[config.mk]
export PLATFORM = sky130hd
export DESIGN_NAME = vec_io_top
export DESIGN_NICKNAME = d
export VERILOG_FILES = /design/src/logic/vec_io_pkg.sv /design/src/logic/bus_ctrl.sv /design/src/logic/edisk_mapper.sv /design/src/logic/joy_ports.sv /design/src/logic/covox_dac.sv /design/src/logic/vec_io_top.sv
export VERILOG_INCLUDE_DIRS = /design/src /design/src/logic
export SDC_FILE = /design/constraint.sdc
export NUM_CORES = 1
export LEC_CHECK = 0
export ABC_AREA = 0
export BUFFER_PORTS_ARGS = -buffer_cell sky130_fd_sc_hd__buf_2
export CAP_MARGIN = 10
export CORE_MARGIN = 2
export CORE_UTILIZATION = 55
export CTS_BUF_LIST = sky130_fd_sc_hd__clkbuf_8
export DETAILED_ROUTE_END_ITERATION = 12
export GPL_TIMING_DRIVEN = 0
export PLACE_DENSITY = 0.82
export SLEW_MARGIN = 20
export SYNTH_ARGS = -nofsm -noshare
export SYNTH_HDL_FRONTEND = slang
export SYNTH_SLANG_ARGS = --single-unit
export TNS_END_PERCENT = 1
[constraint.sdc]
create_clock -name clk_sys -period 3.74 [get_ports clk_sys]
set_input_delay 0.935 -clock clk_sys [delete_from_list [all_inputs] [get_ports clk_sys]]
set_output_delay 0.935 -clock clk_sys [all_outputs]
set_load 0.01 [all_outputs]
[src/logic/vec_io_defines.svh]
`ifndef VEC_IO_DEFINES_SVH
`define VEC_IO_DEFINES_SVH

// ---------------------------------------------------------------------------
// I/O port map, low address byte only
// ---------------------------------------------------------------------------

// Joystick control port occupies the pair 04h/05h
`define VEC_JOY_CTRL 8'h04
`define VEC_JOY_P 8'h06
`define VEC_JOY_PU 8'h07
`define VEC_JOY_A 8'h0E
`define VEC_JOY_B 8'h0F
`define VEC_EDSK 8'h10
// Covox shares 07h with the PU read port, writes only
`define VEC_COVOX 8'h07

// ---------------------------------------------------------------------------
// E-disk control register bits
// ---------------------------------------------------------------------------

// Window at E000h-FFFFh
`define VEC_ED_WIN_HI 7
// Window at 8000h-9FFFh
`define VEC_ED_WIN_LO 6
`define VEC_ED_RAM_EN 5
`define VEC_ED_STACK_EN 4

// Covox write window after boot, in clk_sys cycles
`define VEC_COVOX_TIMEOUT 200000000

`endif

[src/logic/vec_io_pkg.sv]
`default_nettype none

package vec_io_pkg;

	// -----------------------------------------------------------------------
	// Bus types
	// -----------------------------------------------------------------------

	// One data byte on the 8080 bus
	typedef logic [7:0] byte_t;

	// Full CPU address, ports decode only bits 7:0
	typedef logic [15:0] cpu_addr_t;

	// RAM bank number
	// 0 is main RAM, 1 to 4 select one of the E-disk pages
	typedef logic [2:0] ed_page_t;

	// -----------------------------------------------------------------------
	// 8080 status word
	// -----------------------------------------------------------------------

	// Latched from the data bus at SYNC
	// Bit 0 is int_ack, bit 7 is ram_read
	typedef struct packed {
		logic ram_read;
		logic io_read;
		logic m1;
		logic io_write;
		logic halt_ack;
		// Stack access, PUSH/POP/CALL/RET
		logic io_stack;
		// Low on memory and I/O writes
		logic write_n;
		logic int_ack;
	} status_word_t;

endpackage

`default_nettype wire

[src/logic/bus_ctrl.sv]
`default_nettype none

`include "vec_io_defines.svh"

module bus_ctrl (
	input logic clk_sys,
	input logic cold_reset,
	input vec_io_pkg::cpu_addr_t addr_i,
	input vec_io_pkg::byte_t cpu_dout_i,
	input logic cpu_sync_i,
	input logic cpu_rd_i,
	input logic cpu_wr_n_i,
	input vec_io_pkg::byte_t joy_p_i,
	input vec_io_pkg::byte_t joy_pu_i,
	input vec_io_pkg::byte_t joy_a_fmt_i,
	input vec_io_pkg::byte_t joy_b_fmt_i,
	output vec_io_pkg::byte_t io_data_o,
	output logic mreq_o,
	output logic int_ack_o,
	output logic mem_access_o,
	output logic io_stack_o,
	output logic edsk_we_o,
	output logic joy_we_o,
	output logic joy_addr0_o,
	output logic vox_we_o
);

	localparam logic [7:0] JOY_CTRL_PORT = `VEC_JOY_CTRL;
	localparam logic [7:0] EDSK_PORT = `VEC_EDSK;
	localparam logic [7:0] COVOX_PORT = `VEC_COVOX;

	vec_io_pkg::status_word_t status_q;
	logic sync_q;
	logic io_wr;
	logic io_rd;
	// Bit 0 E-disk, bit 1 joystick, bit 2 Covox
	logic [2:0] wr_sel;
	logic [2:0] wr_seen_q;
	logic [2:0] wr_pulse_q;
	logic joy_addr0_q;

	// ------------------------------------------------------------------------
	// Status word capture on the rising edge of SYNC
	// ------------------------------------------------------------------------

	always_ff @(posedge clk_sys) begin
		if (cold_reset) begin
			sync_q <= 1'b0;
			status_q <= '0;
		end else begin
			sync_q <= cpu_sync_i;
			if (cpu_sync_i && !sync_q)
				status_q <= vec_io_pkg::status_word_t'(cpu_dout_i);
		end
	end

	// Memory cycle when reading RAM or writing, but not an I/O cycle
	assign mem_access_o = status_q.ram_read | ~status_q.write_n;
	assign mreq_o = mem_access_o & ~status_q.io_write & ~status_q.io_read;
	assign int_ack_o = status_q.int_ack;
	assign io_stack_o = status_q.io_stack;

	assign io_wr = status_q.io_write & ~cpu_wr_n_i;
	assign io_rd = status_q.io_read & cpu_rd_i;

	// ------------------------------------------------------------------------
	// Write decode and one-shot strobes
	// ------------------------------------------------------------------------

	assign wr_sel[0] = io_wr && (addr_i[7:0] == EDSK_PORT);
	assign wr_sel[1] = io_wr && (addr_i[7:1] == JOY_CTRL_PORT[7:1]);
	assign wr_sel[2] = io_wr && (addr_i[7:0] == COVOX_PORT);

	// A held write level yields a single pulse, one cycle late
	always_ff @(posedge clk_sys) begin
		if (cold_reset) begin
			wr_seen_q <= '0;
			wr_pulse_q <= '0;
		end else begin
			wr_seen_q <= wr_sel;
			wr_pulse_q <= wr_sel & ~wr_seen_q;
		end
	end

	// Port half of the control pair, aligned with the strobe
	always_ff @(posedge clk_sys) begin
		if (cold_reset)
			joy_addr0_q <= 1'b0;
		else
			joy_addr0_q <= addr_i[0];
	end

	assign edsk_we_o = wr_pulse_q[0];
	assign joy_we_o = wr_pulse_q[1];
	assign vox_we_o = wr_pulse_q[2];
	assign joy_addr0_o = joy_addr0_q;

	// Read mux, unmapped ports float high
	always_comb begin
		io_data_o = 8'hFF;
		if (io_rd) begin
			case (addr_i[7:0])
				JOY_CTRL_PORT, JOY_CTRL_PORT | 8'h01: io_data_o = 8'h00;
				`VEC_JOY_P: io_data_o = joy_p_i;
				`VEC_JOY_PU: io_data_o = joy_pu_i;
				`VEC_JOY_A: io_data_o = joy_a_fmt_i;
				`VEC_JOY_B: io_data_o = joy_b_fmt_i;
				default: io_data_o = 8'hFF;
			endcase
		end
	end

	// Strobes from different ports never overlap
	assert property (@(posedge clk_sys) disable iff (cold_reset) $onehot0(wr_pulse_q))
		else $error("bus_ctrl: more than one write strobe active");

endmodule

`default_nettype wire

[src/logic/edisk_mapper.sv]
`default_nettype none

`include "vec_io_defines.svh"

module edisk_mapper (
	input logic clk_sys,
	input logic cold_reset,
	input vec_io_pkg::cpu_addr_t addr_i,
	input vec_io_pkg::byte_t cpu_dout_i,
	input logic edsk_we_i,
	input logic mem_access_i,
	input logic io_stack_i,
	output vec_io_pkg::ed_page_t ed_page_o
);

	vec_io_pkg::byte_t ed_reg_q;
	logic ed_win;
	logic ed_ram;
	logic ed_stack;

	always_ff @(posedge clk_sys) begin
		if (cold_reset)
			ed_reg_q <= '0;
		else if (edsk_we_i)
			ed_reg_q <= cpu_dout_i;
	end

	// ------------------------------------------------------------------------
	// Window decode
	// ------------------------------------------------------------------------

	// A000h-DFFFh always, E000h-FFFFh and 8000h-9FFFh on request
	assign ed_win = addr_i[15] & (
		(addr_i[14] ^ addr_i[13]) |
		(ed_reg_q[`VEC_ED_WIN_HI] & addr_i[14] & addr_i[13]) |
		(ed_reg_q[`VEC_ED_WIN_LO] & ~addr_i[14] & ~addr_i[13]));

	assign ed_ram = ed_reg_q[`VEC_ED_RAM_EN] & ed_win & mem_access_i;
	assign ed_stack = ed_reg_q[`VEC_ED_STACK_EN] & io_stack_i & mem_access_i;

	// Stack mapping wins over the window mapping
	always_comb begin
		if (ed_stack)
			ed_page_o = vec_io_pkg::ed_page_t'({1'b0, ed_reg_q[3:2]}) + 3'd1;
		else if (ed_ram)
			ed_page_o = vec_io_pkg::ed_page_t'({1'b0, ed_reg_q[1:0]}) + 3'd1;
		else
			ed_page_o = '0;
	end

	// Page selection only during a memory cycle
	assert property (@(posedge clk_sys) disable iff (cold_reset)
		(ed_page_o != '0) |-> mem_access_i)
		else $error("edisk_mapper: E-disk page outside a memory cycle");

endmodule

`default_nettype wire

[src/logic/joy_ports.sv]
`default_nettype none

module joy_ports (
	input logic clk_sys,
	input logic cold_reset,
	input vec_io_pkg::byte_t cpu_dout_i,
	input logic joy_we_i,
	input logic joy_addr0_i,
	input vec_io_pkg::byte_t joy_a_i,
	input vec_io_pkg::byte_t joy_b_i,
	output vec_io_pkg::byte_t joy_p_o,
	output vec_io_pkg::byte_t joy_pu_o,
	output vec_io_pkg::byte_t joy_a_fmt_o,
	output vec_io_pkg::byte_t joy_b_fmt_o
);

	vec_io_pkg::byte_t joy_port_q;
	vec_io_pkg::byte_t joy_pu;

	// ------------------------------------------------------------------------
	// Control port, 05h full write, 04h bit set/reset
	// ------------------------------------------------------------------------

	always_ff @(posedge clk_sys) begin
		if (cold_reset) begin
			joy_port_q <= '0;
		end else if (joy_we_i) begin
			if (joy_addr0_i)
				joy_port_q <= cpu_dout_i;
			else if (!cpu_dout_i[7])
				joy_port_q[cpu_dout_i[3:1]] <= cpu_dout_i[0];
		end
	end

	// ------------------------------------------------------------------------
	// Read formatting
	// ------------------------------------------------------------------------

	// Active low, Fire2 Fire1 x x Up Down Left Right
	assign joy_a_fmt_o = ~{joy_a_i[5], joy_a_i[4], 2'b00, joy_a_i[3:0]};
	assign joy_b_fmt_o = ~{joy_b_i[5], joy_b_i[4], 2'b00, joy_b_i[3:0]};

	// PU port merges both sticks, active high
	assign joy_pu = joy_a_i | joy_b_i;
	assign joy_pu_o = {joy_pu[3], joy_pu[0], joy_pu[2], joy_pu[1],
		joy_pu[4], joy_pu[5], 2'b00};

	// Stick selection for the P port
	always_comb begin
		case (joy_port_q[6:5])
			2'b00: joy_p_o = joy_a_fmt_o & joy_b_fmt_o;
			2'b01: joy_p_o = joy_a_fmt_o;
			2'b10: joy_p_o = joy_b_fmt_o;
			default: joy_p_o = 8'hFF;
		endcase
	end

endmodule

`default_nettype wire

[src/logic/covox_dac.sv]
`default_nettype none

`include "vec_io_defines.svh"

module covox_dac #(
	parameter int unsigned TIMEOUT = `VEC_COVOX_TIMEOUT
) (
	input logic clk_sys,
	input logic cold_reset,
	input logic rom_enable_i,
	input vec_io_pkg::byte_t cpu_dout_i,
	input logic vox_we_i,
	output vec_io_pkg::byte_t covox_o
);

	localparam int CNT_W = $clog2(TIMEOUT + 1);

	logic [CNT_W-1:0] count_q;
	vec_io_pkg::byte_t sample_q;
	logic window_open;

	// ------------------------------------------------------------------------
	// Write window countdown
	// ------------------------------------------------------------------------

	// Held full while the boot ROM is mapped in
	always_ff @(posedge clk_sys) begin
		if (cold_reset || rom_enable_i)
			count_q <= CNT_W'(TIMEOUT);
		else if (count_q != '0)
			count_q <= count_q - 1'b1;
	end

	assign window_open = (count_q != '0);

	// Sample register
	always_ff @(posedge clk_sys) begin
		if (cold_reset)
			sample_q <= '0;
		else if (vox_we_i && window_open)
			sample_q <= cpu_dout_i;
	end

	assign covox_o = sample_q;

	// Countdown only moves up through a reload
	assert property (@(posedge clk_sys) disable iff (cold_reset)
		(count_q > $past(count_q)) |-> $past(rom_enable_i))
		else $error("covox_dac: timeout counter rose without reload");

endmodule

`default_nettype wire

[src/logic/vec_io_top.sv]
`default_nettype none

`include "vec_io_defines.svh"

module vec_io_top #(
	parameter int unsigned COVOX_TIMEOUT = `VEC_COVOX_TIMEOUT
) (
	input logic clk_sys,
	input logic cold_reset,
	input vec_io_pkg::cpu_addr_t addr_i,
	input vec_io_pkg::byte_t cpu_dout_i,
	input logic cpu_sync_i,
	input logic cpu_rd_i,
	input logic cpu_wr_n_i,
	input logic rom_enable_i,
	input vec_io_pkg::byte_t joy_a_i,
	input vec_io_pkg::byte_t joy_b_i,
	output vec_io_pkg::byte_t io_data_o,
	output logic mreq_o,
	output logic int_ack_o,
	output vec_io_pkg::ed_page_t ed_page_o,
	output vec_io_pkg::byte_t covox_o
);

	logic mem_access;
	logic io_stack;
	logic edsk_we;
	logic joy_we;
	logic joy_addr0;
	logic vox_we;
	vec_io_pkg::byte_t joy_p;
	vec_io_pkg::byte_t joy_pu;
	vec_io_pkg::byte_t joy_a_fmt;
	vec_io_pkg::byte_t joy_b_fmt;

	// ------------------------------------------------------------------------
	// Bus control
	// ------------------------------------------------------------------------

	bus_ctrl u_bus_ctrl (
		.clk_sys(clk_sys),
		.cold_reset(cold_reset),
		.addr_i(addr_i),
		.cpu_dout_i(cpu_dout_i),
		.cpu_sync_i(cpu_sync_i),
		.cpu_rd_i(cpu_rd_i),
		.cpu_wr_n_i(cpu_wr_n_i),
		.joy_p_i(joy_p),
		.joy_pu_i(joy_pu),
		.joy_a_fmt_i(joy_a_fmt),
		.joy_b_fmt_i(joy_b_fmt),
		.io_data_o(io_data_o),
		.mreq_o(mreq_o),
		.int_ack_o(int_ack_o),
		.mem_access_o(mem_access),
		.io_stack_o(io_stack),
		.edsk_we_o(edsk_we),
		.joy_we_o(joy_we),
		.joy_addr0_o(joy_addr0),
		.vox_we_o(vox_we)
	);

	// ------------------------------------------------------------------------
	// Port registers
	// ------------------------------------------------------------------------

	edisk_mapper u_edisk_mapper (
		.clk_sys(clk_sys),
		.cold_reset(cold_reset),
		.addr_i(addr_i),
		.cpu_dout_i(cpu_dout_i),
		.edsk_we_i(edsk_we),
		.mem_access_i(mem_access),
		.io_stack_i(io_stack),
		.ed_page_o(ed_page_o)
	);

	joy_ports u_joy_ports (
		.clk_sys(clk_sys),
		.cold_reset(cold_reset),
		.cpu_dout_i(cpu_dout_i),
		.joy_we_i(joy_we),
		.joy_addr0_i(joy_addr0),
		.joy_a_i(joy_a_i),
		.joy_b_i(joy_b_i),
		.joy_p_o(joy_p),
		.joy_pu_o(joy_pu),
		.joy_a_fmt_o(joy_a_fmt),
		.joy_b_fmt_o(joy_b_fmt)
	);

	covox_dac #(
		.TIMEOUT(COVOX_TIMEOUT)
	) u_covox_dac (
		.clk_sys(clk_sys),
		.cold_reset(cold_reset),
		.rom_enable_i(rom_enable_i),
		.cpu_dout_i(cpu_dout_i),
		.vox_we_i(vox_we),
		.covox_o(covox_o)
	);

endmodule

`default_nettype wire

==> flow_summary.json <==
{
  "status": "finished, final reports clean",
  "die_y_um": 77.1,
  "antenna_found_initial": 0,
  "clk_pin_slew_ns": 0.06,
  "met2_usage": 0.437,
  "place_ws_ns": 0.197,
  "setup_viol": 0,
  "fillers": 445,
  "ioPinCount": 67,
  "cts_tree": "built",
  "cts_buffers": 9,
  "drt-vias-per-instance": 5.73,
  "crit_top_cell": "buf_2",
  "grt_use_met1": 0.287,
  "avgSynthCellArea_sq_um": 8.57,
  "r2r_end": "u_covox_dac.count_q[3]",
  "post_dp_cell_area_sq_mm": 0.00331,
  "crit_fanout": 8,
  "worstRegToRegCells": 7,
  "synth_cell_type_count": 51,
  "hold_class": "reg -> reg",
  "cts.sinks": 60,
  "min_from": "u_bus_ctrl.wr_seen_q[2]",
  "power_density_mw_per_mm2": 419,
  "drc": 0,
  "final_cells": 484,
  "dp_hpwl_um": 5040,
  "areaGrowthSynthToFinish_pct": 19.8,
  "timing.final.crit_share": 0.955,
  "post_cts_resized": 0,
  "fin_ws_ns": 0.167,
  "drt_wl_total_um": 7180,
  "cpMaxStageDelayCell": "or3b_2",
  "synth_area_sq_mm": 0.00294,
  "htreeDepth": 3,
  "synth_warnings": 0,
  "synth_edf_count": 0,
  "layout-drive-gt1-share": 0.208,
  "row_count": 26,
  "gp_routability_congestion": 0.871,
  "insertion_delay_ns": 0.34,
  "crit_required_ns": 2.80,
  "antennaDiodeCount": 0,
  "drv_slew": 0,
  "nets": 460,
  "core_area_sq_mm": 0.00514,
  "grt_usage": 0.247,
  "end_kind": "output port",
  "ys.flop_type": "dfxtp_1",
  "first_pass_iters": 4,
  "crit_buf_inv": 2,
  "grt_pass1_vias": 2721,
  "crit_family": "simple AND/OR/NAND/NOR gates",
  "die_w_um": 77.1,
  "ys_ff_latch": 60,
  "ir_drop_v": 0.000284,
  "top_usage_layer": "met2",
  "clock-root-buffer": "clkbuf_8",
  "numPortBuffers": 56,
  "dp.cells": 469,
  "fin_area_sq_mm": 0.00352,
  "fin_skew_ns": 0.00914,
  "rsz0062_at_grt": "no",
  "tns_ns": 0,
  "hold_violations": 0,
  "worstPathArrival_ns": 2.64,
  "die_area_sq_mm": 0.00594,
  "async_flop_share": 0,
  "wire_per_inst_um": 14.8,
  "min_period_ns": 3.57,
  "gr-total-overflow": 0,
  "crit_chain": "buf_2 > or3_1 > or3b_2 > nor2_1 > o21ai_0 > buf_2",
  "r2r_start": "u_covox_dac.count_q[16]",
  "drt_iter0_markers": 135,
  "slew_headroom": 0.389,
  "leakagePower_nw": 1.45,
  "fmax_mhz": 280,
  "grt_pass1_wl_um": 12000,
  "hold_depth": 1,
  "reg2reg_slack_ns": 0.40,
  "use_met3": 0.0659,
  "postCtsHoldBufs": 0,
  "vias": 2775,
  "worstMarginPinSlew_ns": 0.911,
  "synth_cells": 343,
  "synth_nets": 393,
  "crit_type": "in -> out",
  "cp_slowest_stage_delay_ns": 0.50,
  "cap_violations": 0,
  "start_util": 0.572,
  "cts.path.max_buffers": 2,
  "start_kind": "input pin",
  "grt_max_degree": 11,
  "synth-seq-area-share": 0.409,
  "postCtsSetupBuffers": 0,
  "drtAntennaViolNets": 0,
  "hold_path_end": "u_bus_ctrl.wr_pulse_q[2]"
}
synthesized netlist by cell type, types with 2 or more instances:
| cell type | count | area, sq um |
|---|---|---|
| nor4_1 | 8 | 50.1 |
| xor2_1 | 5 | 43.8 |
| or2_2 | 4 | 25.0 |
| dfxtp_1 | 60 | 1200 |
| or3_1 | 9 | 56.3 |
| clkbuf_1 | 12 | 45.0 |
| a21oi_1 | 12 | 60.1 |
| inv_1 | 18 | 67.6 |
| a211oi_1 | 3 | 22.5 |
| nor2b_1 | 7 | 43.8 |
| nand2_1 | 15 | 56.3 |
| nand2b_1 | 6 | 37.5 |
| or4_1 | 3 | 22.5 |
| buf_2 | 2 | 10.0 |
| nor3_1 | 13 | 65.1 |
| o2111ai_1 | 2 | 17.5 |
| or3b_2 | 2 | 17.5 |
| or3_2 | 2 | 15.0 |
| xnor2_1 | 8 | 70.1 |
| a22oi_1 | 5 | 37.5 |
| nand3_1 | 7 | 35.0 |
| nor2_1 | 45 | 169 |
| o211ai_1 | 4 | 30.0 |
| o21ai_0 | 20 | 100 |
| o311ai_0 | 2 | 17.5 |
| mux2i_1 | 24 | 240 |
| a22o_1 | 2 | 17.5 |
| o31ai_1 | 6 | 45.0 |
| ha_1 | 4 | 50.1 |
| nor4bb_1 | 2 | 20.0 |
| o21a_1 | 2 | 15.0 |
| o22ai_1 | 6 | 37.5 |
| o41ai_1 | 2 | 17.5 |
| nand4_1 | 2 | 12.5 |
| nor3b_1 | 2 | 15.0 |
| or4_2 | 2 | 17.5 |
where the power goes:
group | total [mW] | switching (mW) | internal, mW
clock | 0.642 | 0.255 | 0.387
sequential | 0.668 | 0.0148 | 0.654
combinational | 0.166 | 0.0958 | 0.0702
how the worst max path moves through the flow:
stage / startpoint / slack (ns) / end / depth (start not counted)
6_report: addr_i[5] / 0.17 / io_data_o[2] / 6
3_3_place_gp: addr_i[5] / 0.19 / io_data_o[0] / 6
5_1_grt: addr_i[5] / 0.05 / io_data_o[0] / 6
3_5_place_dp: addr_i[5] / 0.20 / io_data_o[2] / 6
4_1_cts: addr_i[5] / 0.20 / io_data_o[2] / 6
2_1_floorplan: addr_i[5] / 0.50 / io_data_o[0] / 5
layout make-up:
cell class | count | area (sq um) | share of cell area
multi-input combinational | 250 | 1600 | 0.455
sequential | 60 | 1200 | 0.341
timing repair buffer | 56 | 280 | 0.0796
clock buffer | 10 | 138 | 0.0391
tap | 70 | 87.6 | 0.0249
clock inverter | 5 | 77.6 | 0.0220
inverter | 18 | 67.6 | 0.0192
buffer | 15 | 66.3 | 0.0188
cells by family after synthesis:
| logic type | count (synthesis) | synth area share |
|---|---|---|
| multiplexers | 24 | 0.0818 |
| adder cells (fa/ha/maj) | 4 | 0.0170 |
| buffers and inverters | 33 | 0.0456 |
| AND/OR/NAND/NOR | 136 | 0.246 |
| XOR/XNOR | 13 | 0.0388 |
| flip-flops | 60 | 0.409 |
| AO/OA/AOI/OAI | 73 | 0.162 |
per-layer routing:
metal  part of all wire  vias to the layer above
met2               0.51                       76
met5                  0                        -
met4             0.0096                        0
met3              0.052                       10
li1                   -                     1366
met1               0.43                     1323
placed cells by master (no fill, tap or decap), drive strengths merged, types with 7 or more instances in the layout:
cell type | netlist | routed
inv | 18 | 19
clkbuf | 12 | 22
nor2b | 7 | 7
nand3 | 7 | 7
dfxtp | 60 | 60
nand2 | 15 | 15
a21oi | 12 | 12
or3 | 11 | 11
buf | 3 | 59
nor2 | 45 | 45
o21ai | 21 | 21
nor4 | 8 | 8
nor3 | 13 | 13
mux2i | 24 | 24
xnor2 | 8 | 8
sequential cells by signal (all words and copies together), names as in the netlist:
register	flops
u_joy_ports.joy_port_q	2
u_bus_ctrl.int_ack_o	1
u_bus_ctrl.sync_q	1
u_bus_ctrl.wr_seen_q	3
u_bus_ctrl.joy_addr0_o	1
u_bus_ctrl.io_stack_o	1
u_bus_ctrl.wr_pulse_q	3
u_edisk_mapper.ed_reg_q	8
u_bus_ctrl.status_q	4
u_covox_dac.covox_o	8
u_covox_dac.count_q	28
through the flow:
| step | power [mW] | util | hold WS (ns) |
|---|---|---|---|
| after floorplan | 0.787 | - | 0.367 |
| after global placement | 0.840 | 0.643 | 0.372 |
| after detailed placement | 0.845 | 0.643 | 0.385 |
| after CTS | 1.48 | 0.685 | 0.394 |
| after global routing | 1.53 | 0.685 | 0.400 |
| final | 1.48 | 0.685 | 0.392 |
Power figures use the tool's default switching activity.
